**src/hw/udp_hdr_pkg.sv**
```systemverilog
package udp_hdr_pkg;

    typedef logic [15:0] udp_port_t;

    // Octet 3 is the first octet on the wire
    typedef union packed {
        logic [31:0]     word;
        logic [3:0][7:0] octet;
    } ipv4_addr_u;

    // 136 bits per header
    typedef struct packed {
        ipv4_addr_u  src_ip;
        ipv4_addr_u  dst_ip;
        udp_port_t   src_port;
        udp_port_t   dst_port;
        logic [15:0] length;
        logic [15:0] checksum;
        logic [7:0]  ttl;
    } udp_hdr_t;

    // Dotted-quad notation, e.g. a.b.c.d
    function automatic ipv4_addr_u ipv4_from_octets(
        input logic [7:0] a,
        input logic [7:0] b,
        input logic [7:0] c,
        input logic [7:0] d
    );
        ipv4_addr_u addr;
        addr.octet[3] = a;
        addr.octet[2] = b;
        addr.octet[1] = c;
        addr.octet[0] = d;
        return addr;
    endfunction

endpackage

```
**src/hw/stream_pkg.sv**
```systemverilog
package stream_pkg;

    parameter int DATA_W = 64;
    parameter int KEEP_W = DATA_W / 8;

    // One payload beat with one keep bit per data byte
    typedef struct packed {
        logic [DATA_W-1:0] data;
        logic [KEEP_W-1:0] keep;
        logic              last;
        logic              user;
    } pay_beat_t;

endpackage

```
**src/hw/udp_echo_ctrl.sv**
```systemverilog
`timescale 1ns/10ps

module udp_echo_ctrl #(
    parameter udp_hdr_pkg::udp_port_t ECHO_PORT = 16'd1234
) (
    input  logic                   clk,
    input  logic                   rst,

    input  logic                   in_hdr_valid,
    input  udp_hdr_pkg::udp_port_t in_dst_port,
    output logic                   in_hdr_ready,

    input  logic                   in_pay_valid,
    input  logic                   in_pay_last,
    output logic                   in_pay_ready,

    input  logic                   hdr_busy,
    output logic                   hdr_load,

    input  logic                   fifo_full,
    output logic                   fifo_wr,

    input  logic [7:0]             out_first_byte,
    input  logic                   out_pay_valid,
    input  logic                   out_pay_last,
    input  logic                   out_pay_ready,
    output logic [7:0]             led
);

    logic frame_open;
    logic echo_frame;
    logic out_first;
    logic [7:0] led_q;

    logic is_echo;
    logic hdr_xfer;
    logic pay_xfer;
    logic out_xfer;

    assign is_echo = (in_dst_port == ECHO_PORT);

    // New header only between frames and once the reply slot is free
    assign in_hdr_ready = !frame_open && !hdr_busy;
    assign hdr_xfer     = in_hdr_valid && in_hdr_ready;
    assign hdr_load     = hdr_xfer && is_echo;

    // Drop frames are always drained, echo frames wait on FIFO space
    assign in_pay_ready = frame_open && (echo_frame ? !fifo_full : 1'b1);
    assign pay_xfer     = in_pay_valid && in_pay_ready;
    assign fifo_wr      = pay_xfer && echo_frame;

    assign out_xfer = out_pay_valid && out_pay_ready;

    always_ff @(posedge clk) begin
        if (rst) begin
            frame_open <= 1'b0;
            echo_frame <= 1'b0;
        end else begin
            if (hdr_xfer) begin
                frame_open <= 1'b1;
                echo_frame <= is_echo;
            end else if (pay_xfer && in_pay_last) begin
                frame_open <= 1'b0;
            end
        end
    end

    // First output beat of each echoed frame goes to the LEDs
    always_ff @(posedge clk) begin
        if (rst) begin
            out_first <= 1'b1;
            led_q     <= 8'd0;
        end else if (out_xfer) begin
            if (out_first) begin
                led_q <= out_first_byte;
            end
            out_first <= out_pay_last;
        end
    end

    assign led = led_q;

endmodule

```
**src/hw/udp_reply_hdr.sv**
```systemverilog
`timescale 1ns/10ps

module udp_reply_hdr #(
    parameter udp_hdr_pkg::ipv4_addr_u LOCAL_IP  = '0,
    parameter logic [7:0]              REPLY_TTL = 8'd64
) (
    input  logic                  clk,
    input  logic                  rst,

    input  logic                  hdr_load,
    input  udp_hdr_pkg::udp_hdr_t in_hdr,
    output logic                  hdr_busy,

    output logic                  out_hdr_valid,
    output udp_hdr_pkg::udp_hdr_t out_hdr,
    input  logic                  out_hdr_ready
);

    logic                  valid_q;
    udp_hdr_pkg::udp_hdr_t hdr_q;

    always_ff @(posedge clk) begin
        if (rst) begin
            valid_q <= 1'b0;
        end else if (hdr_load) begin
            valid_q <= 1'b1;
        end else if (valid_q && out_hdr_ready) begin
            valid_q <= 1'b0;
        end
    end

    // Reply goes back to the sender with ports swapped
    always_ff @(posedge clk) begin
        if (hdr_load) begin
            hdr_q.src_ip.word <= LOCAL_IP.word;
            hdr_q.dst_ip.word <= in_hdr.src_ip.word;
            hdr_q.src_port    <= in_hdr.dst_port;
            hdr_q.dst_port    <= in_hdr.src_port;
            hdr_q.length      <= in_hdr.length;
            hdr_q.checksum    <= 16'd0;
            hdr_q.ttl         <= REPLY_TTL;
        end
    end

    assign out_hdr_valid = valid_q;
    assign out_hdr       = hdr_q;
    assign hdr_busy      = valid_q;

endmodule

```
**src/hw/udp_payload_fifo.sv**
```systemverilog
`timescale 1ns/10ps

module udp_payload_fifo #(
    parameter int FIFO_DEPTH_LOG2 = 4
) (
    input  logic                  clk,
    input  logic                  rst,

    input  logic                  wr,
    input  stream_pkg::pay_beat_t wr_beat,
    output logic                  full,

    output logic                  rd_valid,
    output stream_pkg::pay_beat_t rd_beat,
    input  logic                  rd_ready
);

    localparam int DEPTH = 1 << FIFO_DEPTH_LOG2;

    stream_pkg::pay_beat_t mem [DEPTH];

    // Extra pointer bit tells full from empty
    logic [FIFO_DEPTH_LOG2:0] wr_ptr;
    logic [FIFO_DEPTH_LOG2:0] rd_ptr;

    logic empty;
    logic wr_en;
    logic rd_en;

    assign empty = (wr_ptr == rd_ptr);
    assign full  = (wr_ptr[FIFO_DEPTH_LOG2] != rd_ptr[FIFO_DEPTH_LOG2]) &&
                   (wr_ptr[FIFO_DEPTH_LOG2-1:0] == rd_ptr[FIFO_DEPTH_LOG2-1:0]);

    assign wr_en = wr && !full;
    assign rd_en = rd_valid && rd_ready;

    always_ff @(posedge clk) begin
        if (wr_en) begin
            mem[wr_ptr[FIFO_DEPTH_LOG2-1:0]] <= wr_beat;
        end
    end

    always_ff @(posedge clk) begin
        if (rst) begin
            wr_ptr <= '0;
            rd_ptr <= '0;
        end else begin
            if (wr_en) begin
                wr_ptr <= wr_ptr + 1'b1;
            end
            if (rd_en) begin
                rd_ptr <= rd_ptr + 1'b1;
            end
        end
    end

    // Oldest beat is always on the read port
    assign rd_valid = !empty;
    assign rd_beat  = mem[rd_ptr[FIFO_DEPTH_LOG2-1:0]];

endmodule

```
**src/hw/udp_echo_top.sv**
```systemverilog
`timescale 1ns/10ps

module udp_echo_top #(
    parameter udp_hdr_pkg::udp_port_t  ECHO_PORT       = 16'd1234,
    parameter udp_hdr_pkg::ipv4_addr_u LOCAL_IP        =
        udp_hdr_pkg::ipv4_from_octets(8'd192, 8'd168, 8'd1, 8'd128),
    parameter logic [7:0]              REPLY_TTL       = 8'd64,
    parameter int                      FIFO_DEPTH_LOG2 = 4
) (
    input  logic                  clk,
    input  logic                  rst,

    input  logic                  in_hdr_valid,
    input  udp_hdr_pkg::udp_hdr_t in_hdr,
    output logic                  in_hdr_ready,

    input  logic                  in_pay_valid,
    input  stream_pkg::pay_beat_t in_pay,
    output logic                  in_pay_ready,

    output logic                  out_hdr_valid,
    output udp_hdr_pkg::udp_hdr_t out_hdr,
    input  logic                  out_hdr_ready,

    output logic                  out_pay_valid,
    output stream_pkg::pay_beat_t out_pay,
    input  logic                  out_pay_ready,

    output logic [7:0]            led
);

    logic hdr_load;
    logic hdr_busy;
    logic fifo_full;
    logic fifo_wr;

    udp_echo_ctrl #(
        .ECHO_PORT(ECHO_PORT)
    ) udp_echo_ctrl_inst (
        .clk(clk),
        .rst(rst),
        .in_hdr_valid(in_hdr_valid),
        .in_dst_port(in_hdr.dst_port),
        .in_hdr_ready(in_hdr_ready),
        .in_pay_valid(in_pay_valid),
        .in_pay_last(in_pay.last),
        .in_pay_ready(in_pay_ready),
        .hdr_busy(hdr_busy),
        .hdr_load(hdr_load),
        .fifo_full(fifo_full),
        .fifo_wr(fifo_wr),
        .out_first_byte(out_pay.data[7:0]),
        .out_pay_valid(out_pay_valid),
        .out_pay_last(out_pay.last),
        .out_pay_ready(out_pay_ready),
        .led(led)
    );

    udp_reply_hdr #(
        .LOCAL_IP(LOCAL_IP),
        .REPLY_TTL(REPLY_TTL)
    ) udp_reply_hdr_inst (
        .clk(clk),
        .rst(rst),
        .hdr_load(hdr_load),
        .in_hdr(in_hdr),
        .hdr_busy(hdr_busy),
        .out_hdr_valid(out_hdr_valid),
        .out_hdr(out_hdr),
        .out_hdr_ready(out_hdr_ready)
    );

    udp_payload_fifo #(
        .FIFO_DEPTH_LOG2(FIFO_DEPTH_LOG2)
    ) udp_payload_fifo_inst (
        .clk(clk),
        .rst(rst),
        .wr(fifo_wr),
        .wr_beat(in_pay),
        .full(fifo_full),
        .rd_valid(out_pay_valid),
        .rd_beat(out_pay),
        .rd_ready(out_pay_ready)
    );

endmodule

```
**config.mk**
```make
export PLATFORM = sky130hd
export DESIGN_NAME = udp_echo_top
export DESIGN_NICKNAME = d
export VERILOG_FILES = /design/src/hw/udp_hdr_pkg.sv /design/src/hw/stream_pkg.sv /design/src/hw/udp_echo_ctrl.sv /design/src/hw/udp_reply_hdr.sv /design/src/hw/udp_payload_fifo.sv /design/src/hw/udp_echo_top.sv
export SDC_FILE = /design/constraint.sdc
export NUM_CORES = 1
export LEC_CHECK = 0
export BUFFER_PORTS_ARGS = -buffer_cell sky130_fd_sc_hd__buf_2
export CORE_MARGIN = 1
export CORE_UTILIZATION = 30
export CTS_CLUSTER_DIAMETER = 150
export DETAILED_ROUTE_END_ITERATION = 12
export PLACE_DENSITY_LB_ADDON = 0.25
export SLEW_MARGIN = 20
export SYNTH_ARGS = -nofsm -noshare
export SYNTH_HDL_FRONTEND = slang
export SYNTH_SLANG_ARGS = --single-unit
export TNS_END_PERCENT = 10
```
**constraint.sdc**
```tcl
create_clock -name clk -period 16.02 [get_ports clk]
set_clock_uncertainty 0.15 [all_clocks]
set_input_delay 1.602 -clock clk [delete_from_list [all_inputs] [get_ports clk]]
set_output_delay 1.602 -clock clk [all_outputs]
set_load 0.02 [all_outputs]
```
## After elaboration in Yosys (flattened, before gate mapping)

Memories as Yosys holds them, arrays and structs flattened. A register that Yosys moved wholly into a read port is not among the register bits.
Index checks and enable logic that the tools add are counted.

- Word-level logic and storage cells: 45
- Bits in writable memories: 1184
- Input port bits: 216
- Memories kept: 1
- Output and inout port bits: 222
- Bits in registers: 102

Memories:

| memory | words | bits a word | rd ports | clocked after memory_dff | write ports | RTL line | source |
|---|---|---|---|---|---|---|---|
| udp_payload_fifo_inst.mem | 16 | 74 | 1 | 1 | 1 | udp_payload_fifo.sv:20 | `stream_pkg::pay_beat_t mem [DEPTH];` |

- Mux-type cells: 9
- Reduce and logical (&&, ||, !) cells: 18
- Equal/unequal tests: 4
- Add/sub/neg operators: 2

Operators with widths:

| operator | count |
|---|---|
| == test 16 x 11 -> 1 bit, second input constant | 1 |
| logical AND 1 bit | 11 |
| adder 5 x 1 -> 5 bit, second input constant | 2 |
| 2-to-1 mux 4 bit | 2 |
| 2-to-1 mux 1 bit | 7 |
| == test 5 bit | 1 |
| == test 4 bit | 1 |
| logical NOT 1 bit | 4 |
| nonzero test 2 bit | 2 |
| AND reduction 2 bit | 1 |
| inequality test 1 bit | 1 |

## Depth between registers and ports, before layout

- Word-level depth: 10
- Gate-level depth with buffers: 8
- Depth with buffers taken out: 5

## Cells and area by module

Synthesis repeated with hierarchy kept, for this count alone.

- Cells, all modules: 1930
- Area, all modules: 48685.4 um^2

Modules (own cells, without submodules):

| module | cells each | times used | area an instance (um^2) | sequential area each (um^2) |
|---|---|---|---|---|
| udp_payload_fifo | 1741 | 1 | 45323.5 | 35834.4 |
| udp_reply_hdr | 143 | 1 | 2876.5 | 2422.3 |
| udp_echo_ctrl | 46 | 1 | 485.5 | 220.2 |

## Worst setup path after synthesis

Ideal clock, no wire load.

- Path type: input -> register
- Start: in in_pay_valid
- End: mem udp_payload_fifo_inst.mem[3][0] (netlist bit) (enable)
- Data arrival time: 6.950 ns
- Stages: 3
- Setup slack: 8.322 ns
- Cells stage by stage: and3_1 o211ai_1 nor3_1

- Cells in the longest elaborated chain, start to end: 5

Ends and longest elaborated chain:

| element | RTL line | source |
|---|---|---|
| start, declared | udp_echo_top.sv:17 | `input logic in_pay_valid,` |
| logical AND 1 bit | udp_echo_ctrl.sv:49 | `assign pay_xfer = in_pay_valid && in_pay_ready;` |
| logical AND 1 bit | udp_echo_ctrl.sv:50 | `assign fifo_wr = pay_xfer && echo_frame;` |
| logical AND 1 bit | udp_payload_fifo.sv:34 | `assign wr_en = wr && !full;` |
| 2-to-1 mux 1 bit | udp_payload_fifo.sv:38 | `if (wr_en) begin` |
| 2-to-1 mux 1 bit (implied by the code) | udp_payload_fifo.sv:39 | `mem[wr_ptr[FIFO_DEPTH_LOG2-1:0]] <= wr_beat;` |
| end, declared | udp_payload_fifo.sv:20 |  |

Every way passes these cells.

==> results.json <==
{
  "nNetsFinal": 2574,
  "clock-sinks": 1290,
  "syn_area_per_cell_um2": 25.0,
  "yosysMostFrequentCell": "edfxtp_1",
  "routabilityCongestion": 0.730,
  "io_pins": 438,
  "root_buffer": "clkbuf_16",
  "finalWorstSetupSlack_ns": 9.44,
  "cp-start-kind": "flop",
  "fin_tns_setup_ns": 0,
  "maxClockFrequency_ghz": 0.152,
  "hold_depth": 2,
  "synth_top_area_share_pct": 78.3,
  "synth-xor-area-share_pct": 0.250,
  "cts_tree": "built",
  "ff2ff_setup_slack_ns": 12.14,
  "synth_edf_count": 1264,
  "slew_headroom_pct": 26.9,
  "drive_gt1_share_pct": 37.8,
  "critPathMaxFanout": 141,
  "wl_met3_mm": 6.55,
  "synth_fa_ha_area_share_pct": 0.129,
  "cts_hold_buf": 0,
  "setup_viol": 0,
  "hold-path-endpoint": "udp_echo_ctrl_inst.out_first",
  "cts_setup_buffers": 0,
  "critical_path.top_delay_family": "buffers and inverters",
  "grt_pass1_vias": 23100,
  "min-delay-start": "udp_echo_ctrl_inst.out_first",
  "post_drt_via_cell_ratio": 4.70,
  "hp-class": "reg -> reg",
  "clk_pin_slew_worst_paths_ns": 0.06,
  "hold_violations": 0,
  "grt_pass1_wl_mm": 168,
  "critical_path_class": "reg -> out",
  "run_status": "finished, final reports clean",
  "drt-wirelength-per-cell_um": 25.6,
  "hpwlAfterDp_mm": 63.3,
  "grt_overflow": 0,
  "htreeDepth": 4,
  "finalWirelength_mm": 119,
  "ant_nets": 0,
  "dp_cells": 4368,
  "met2_wirelength_mm": 59.0,
  "final_core_util_pct": 35.4,
  "portBuffers": 325,
  "p_leak_nw": 17.5,
  "synth_mux_area_share_pct": 17.0,
  "yosysSeqAreaShare_pct": 79.3,
  "cts_buffers": 143,
  "crit_path_top_delay_cell": "buf_4",
  "synth_top_family_by_area": "multiplexers",
  "required_ns": 14.27,
  "synth_compound_area_share_pct": 0.508,
  "timing.rr.end": "udp_payload_fifo_inst.mem[4][63]",
  "cpMostUsedCell": "mux4_2",
  "crit_path_end_kind": "output pin",
  "grt_max_degree": 142,
  "synthTopCellsByArea": "edfxtp_1 78%, mux4_2 17%, dfxtp_1 1.1%, buf_4 1.1%, buf_6 0.39%",
  "ir_drop_mv": 0.109,
  "synthTopCellsByCount": "1264 x edfxtp_1, 361 x mux4_2, 68 x buf_4",
  "ys_ff_latch": 1290,
  "crit_buf_inv": 3,
  "synthSimpleGateAreaFrac_pct": 0.810,
  "synth_area_mm2": 0.0485,
  "worst_pin_slew_ns": 1.09,
  "slowest_delay_ns": 0.97,
  "period_share_pct": 41.0,
  "ys_warn_count": 0,
  "clk_path_buf_depth": 3,
  "clock_latency_ns": 0.76,
  "reg2regPathDepth": 5,
  "synthArstFlopShare_pct": 0,
  "holdWs_ns": 0.329,
  "dieArea_mm2": 0.163,
  "syn2layout_area_growth_pct": 17.2,
  "grt_use_total_pct": 14.6,
  "rsz0062_at_grt": "false",
  "regToRegStartpoint": "udp_payload_fifo_inst.wr_ptr[2]",
  "top_layer": "met5",
  "cap_violations": 0,
  "stdcell_count": 4629,
  "ys_types": 39,
  "antenna_found_initial": 26,
  "pre_cts_ws_ns": 10.0,
  "cts_resized": 0,
  "vias": 21800,
  "synth_ff_type": "edfxtp_1",
  "die_y_um": 404,
  "cp_cell_sequence": "buf_12, buf_4, mux4_2, mux4_2, buf_2",
  "die_x_um": 404,
  "wirelength_met1_mm": 50.4,
  "coreArea_mm2": 0.161,
  "synthCells": 1941,
  "arrival_ns": 4.82,
  "finalMaxSlewViolations": 0,
  "synth_top_cell_by_area": "edfxtp_1",
  "dr.pass1.iters": 5,
  "drc_errors": 0,
  "p_per_area_mw_per_mm2": 120,
  "min_period_ns": 6.58,
  "rows": 147,
  "start_util_pct": 30.2,
  "drt-initial-drc-count": 1977
}
==> how the worst max path moves through the flow <==
stage                  from                         endpoint  slack, ns  cells past startpoint
3_3_place_gp           flop                      out_pay[34]      10.04                      5
3_5_place_dp           flop                      out_pay[20]       10.0                      5
4_1_cts                flop                      out_pay[20]       9.13                      5
2_1_floorplan  in_pay_valid  udp_payload_fifo_inst.mem[3][0]       8.32                      3
6_report               flop                      out_pay[19]       9.44                      5
5_1_grt                flop                      out_pay[19]       9.20                      5
==> worst reg2reg max path: cells and delay by family, from the launching register on <==
kind	cells	cell delay, ns
xor+xnor	1	0.14
simple gates	2	1.35
flops	1	0.49
compound gates	1	0.59
buf+inv	1	0.76
==> layout make-up <==
type                       instances  area (um2)
antenna                            4        10.0
clock buffer                     186        3840
clock inverter                    71         529
fill                           14700      104000
inverter                           4        17.5
multi-input combinational        555        9340
sequential                      1290       38500
tap                             2160        2700
timing repair buffer             359        1910
==> kinds of logic (layout without fill, tap and decap cells) <==
kind of cell / count (synthesis) / count (layout)
multiplexers: 370 / 370
AO/OA/AOI/OAI: 34 / 34
XOR/XNOR: 13 / 13
AND/OR/NAND/NOR: 77 / 77
adder cells (fa/ha/maj): 5 / 5
other: 2 / 60
flip-flops: 1290 / 1290
buffers and inverters: 150 / 620
==> placed cells by master, fill, tap and decap left out, drive strengths merged, types with 2 or more instances in the layout <==
cell type,count
a21oi,9
a22oi,18
and2,3
and3,14
buf,359
clkbuf,186
clkinv,62
clkinvlp,6
conb,56
dfxtp,26
diode,4
edfxtp,1264
ha,5
inv,7
mux2i,9
mux4,361
nand2,14
nand2b,3
nand3,4
nand4,4
nor2,22
nor2b,5
nor3,2
nor4,2
o211ai,2
xnor2,8
xor2,5
==> per-layer routing <==
metal  GRT usage, %  vias to the layer above
li1               -                     9106
met1           19.1                    11700
met2           24.4                      694
met3           3.35                      203
met4           3.89                       20
met5              0                        -
==> power breakdown <==
part,switching (W),leakage (nW),internal [W]
Combinational,0.0000569,3.79,0.0000149
Clock,0.00133,2.10,0.00171
Sequential,0.000000278,11.6,0.00370
==> metrics by stage <==
stage	area [um2]	power, W
2_1_floorplan	48700	0.00380
3_3_place_gp	52500	0.00384
3_5_place_dp	52500	0.00385
4_1_cts	56800	0.00690
5_1_grt	56800	0.00703
6_report	56800	0.00681
==> state kept, by name, summed over array words and instances, names as in the netlist, named ones only <==
register                       count
udp_echo_ctrl_inst.echo_frame      1
udp_echo_ctrl_inst.frame_open      1
udp_echo_ctrl_inst.led             8
udp_echo_ctrl_inst.out_first       1
udp_payload_fifo_inst.mem       1184
udp_payload_fifo_inst.rd_ptr       5
udp_payload_fifo_inst.wr_ptr       5
udp_reply_hdr_inst.hdr_busy        1
udp_reply_hdr_inst.out_hdr        80
No activity file was read; power rests on OpenSTA's default activity.
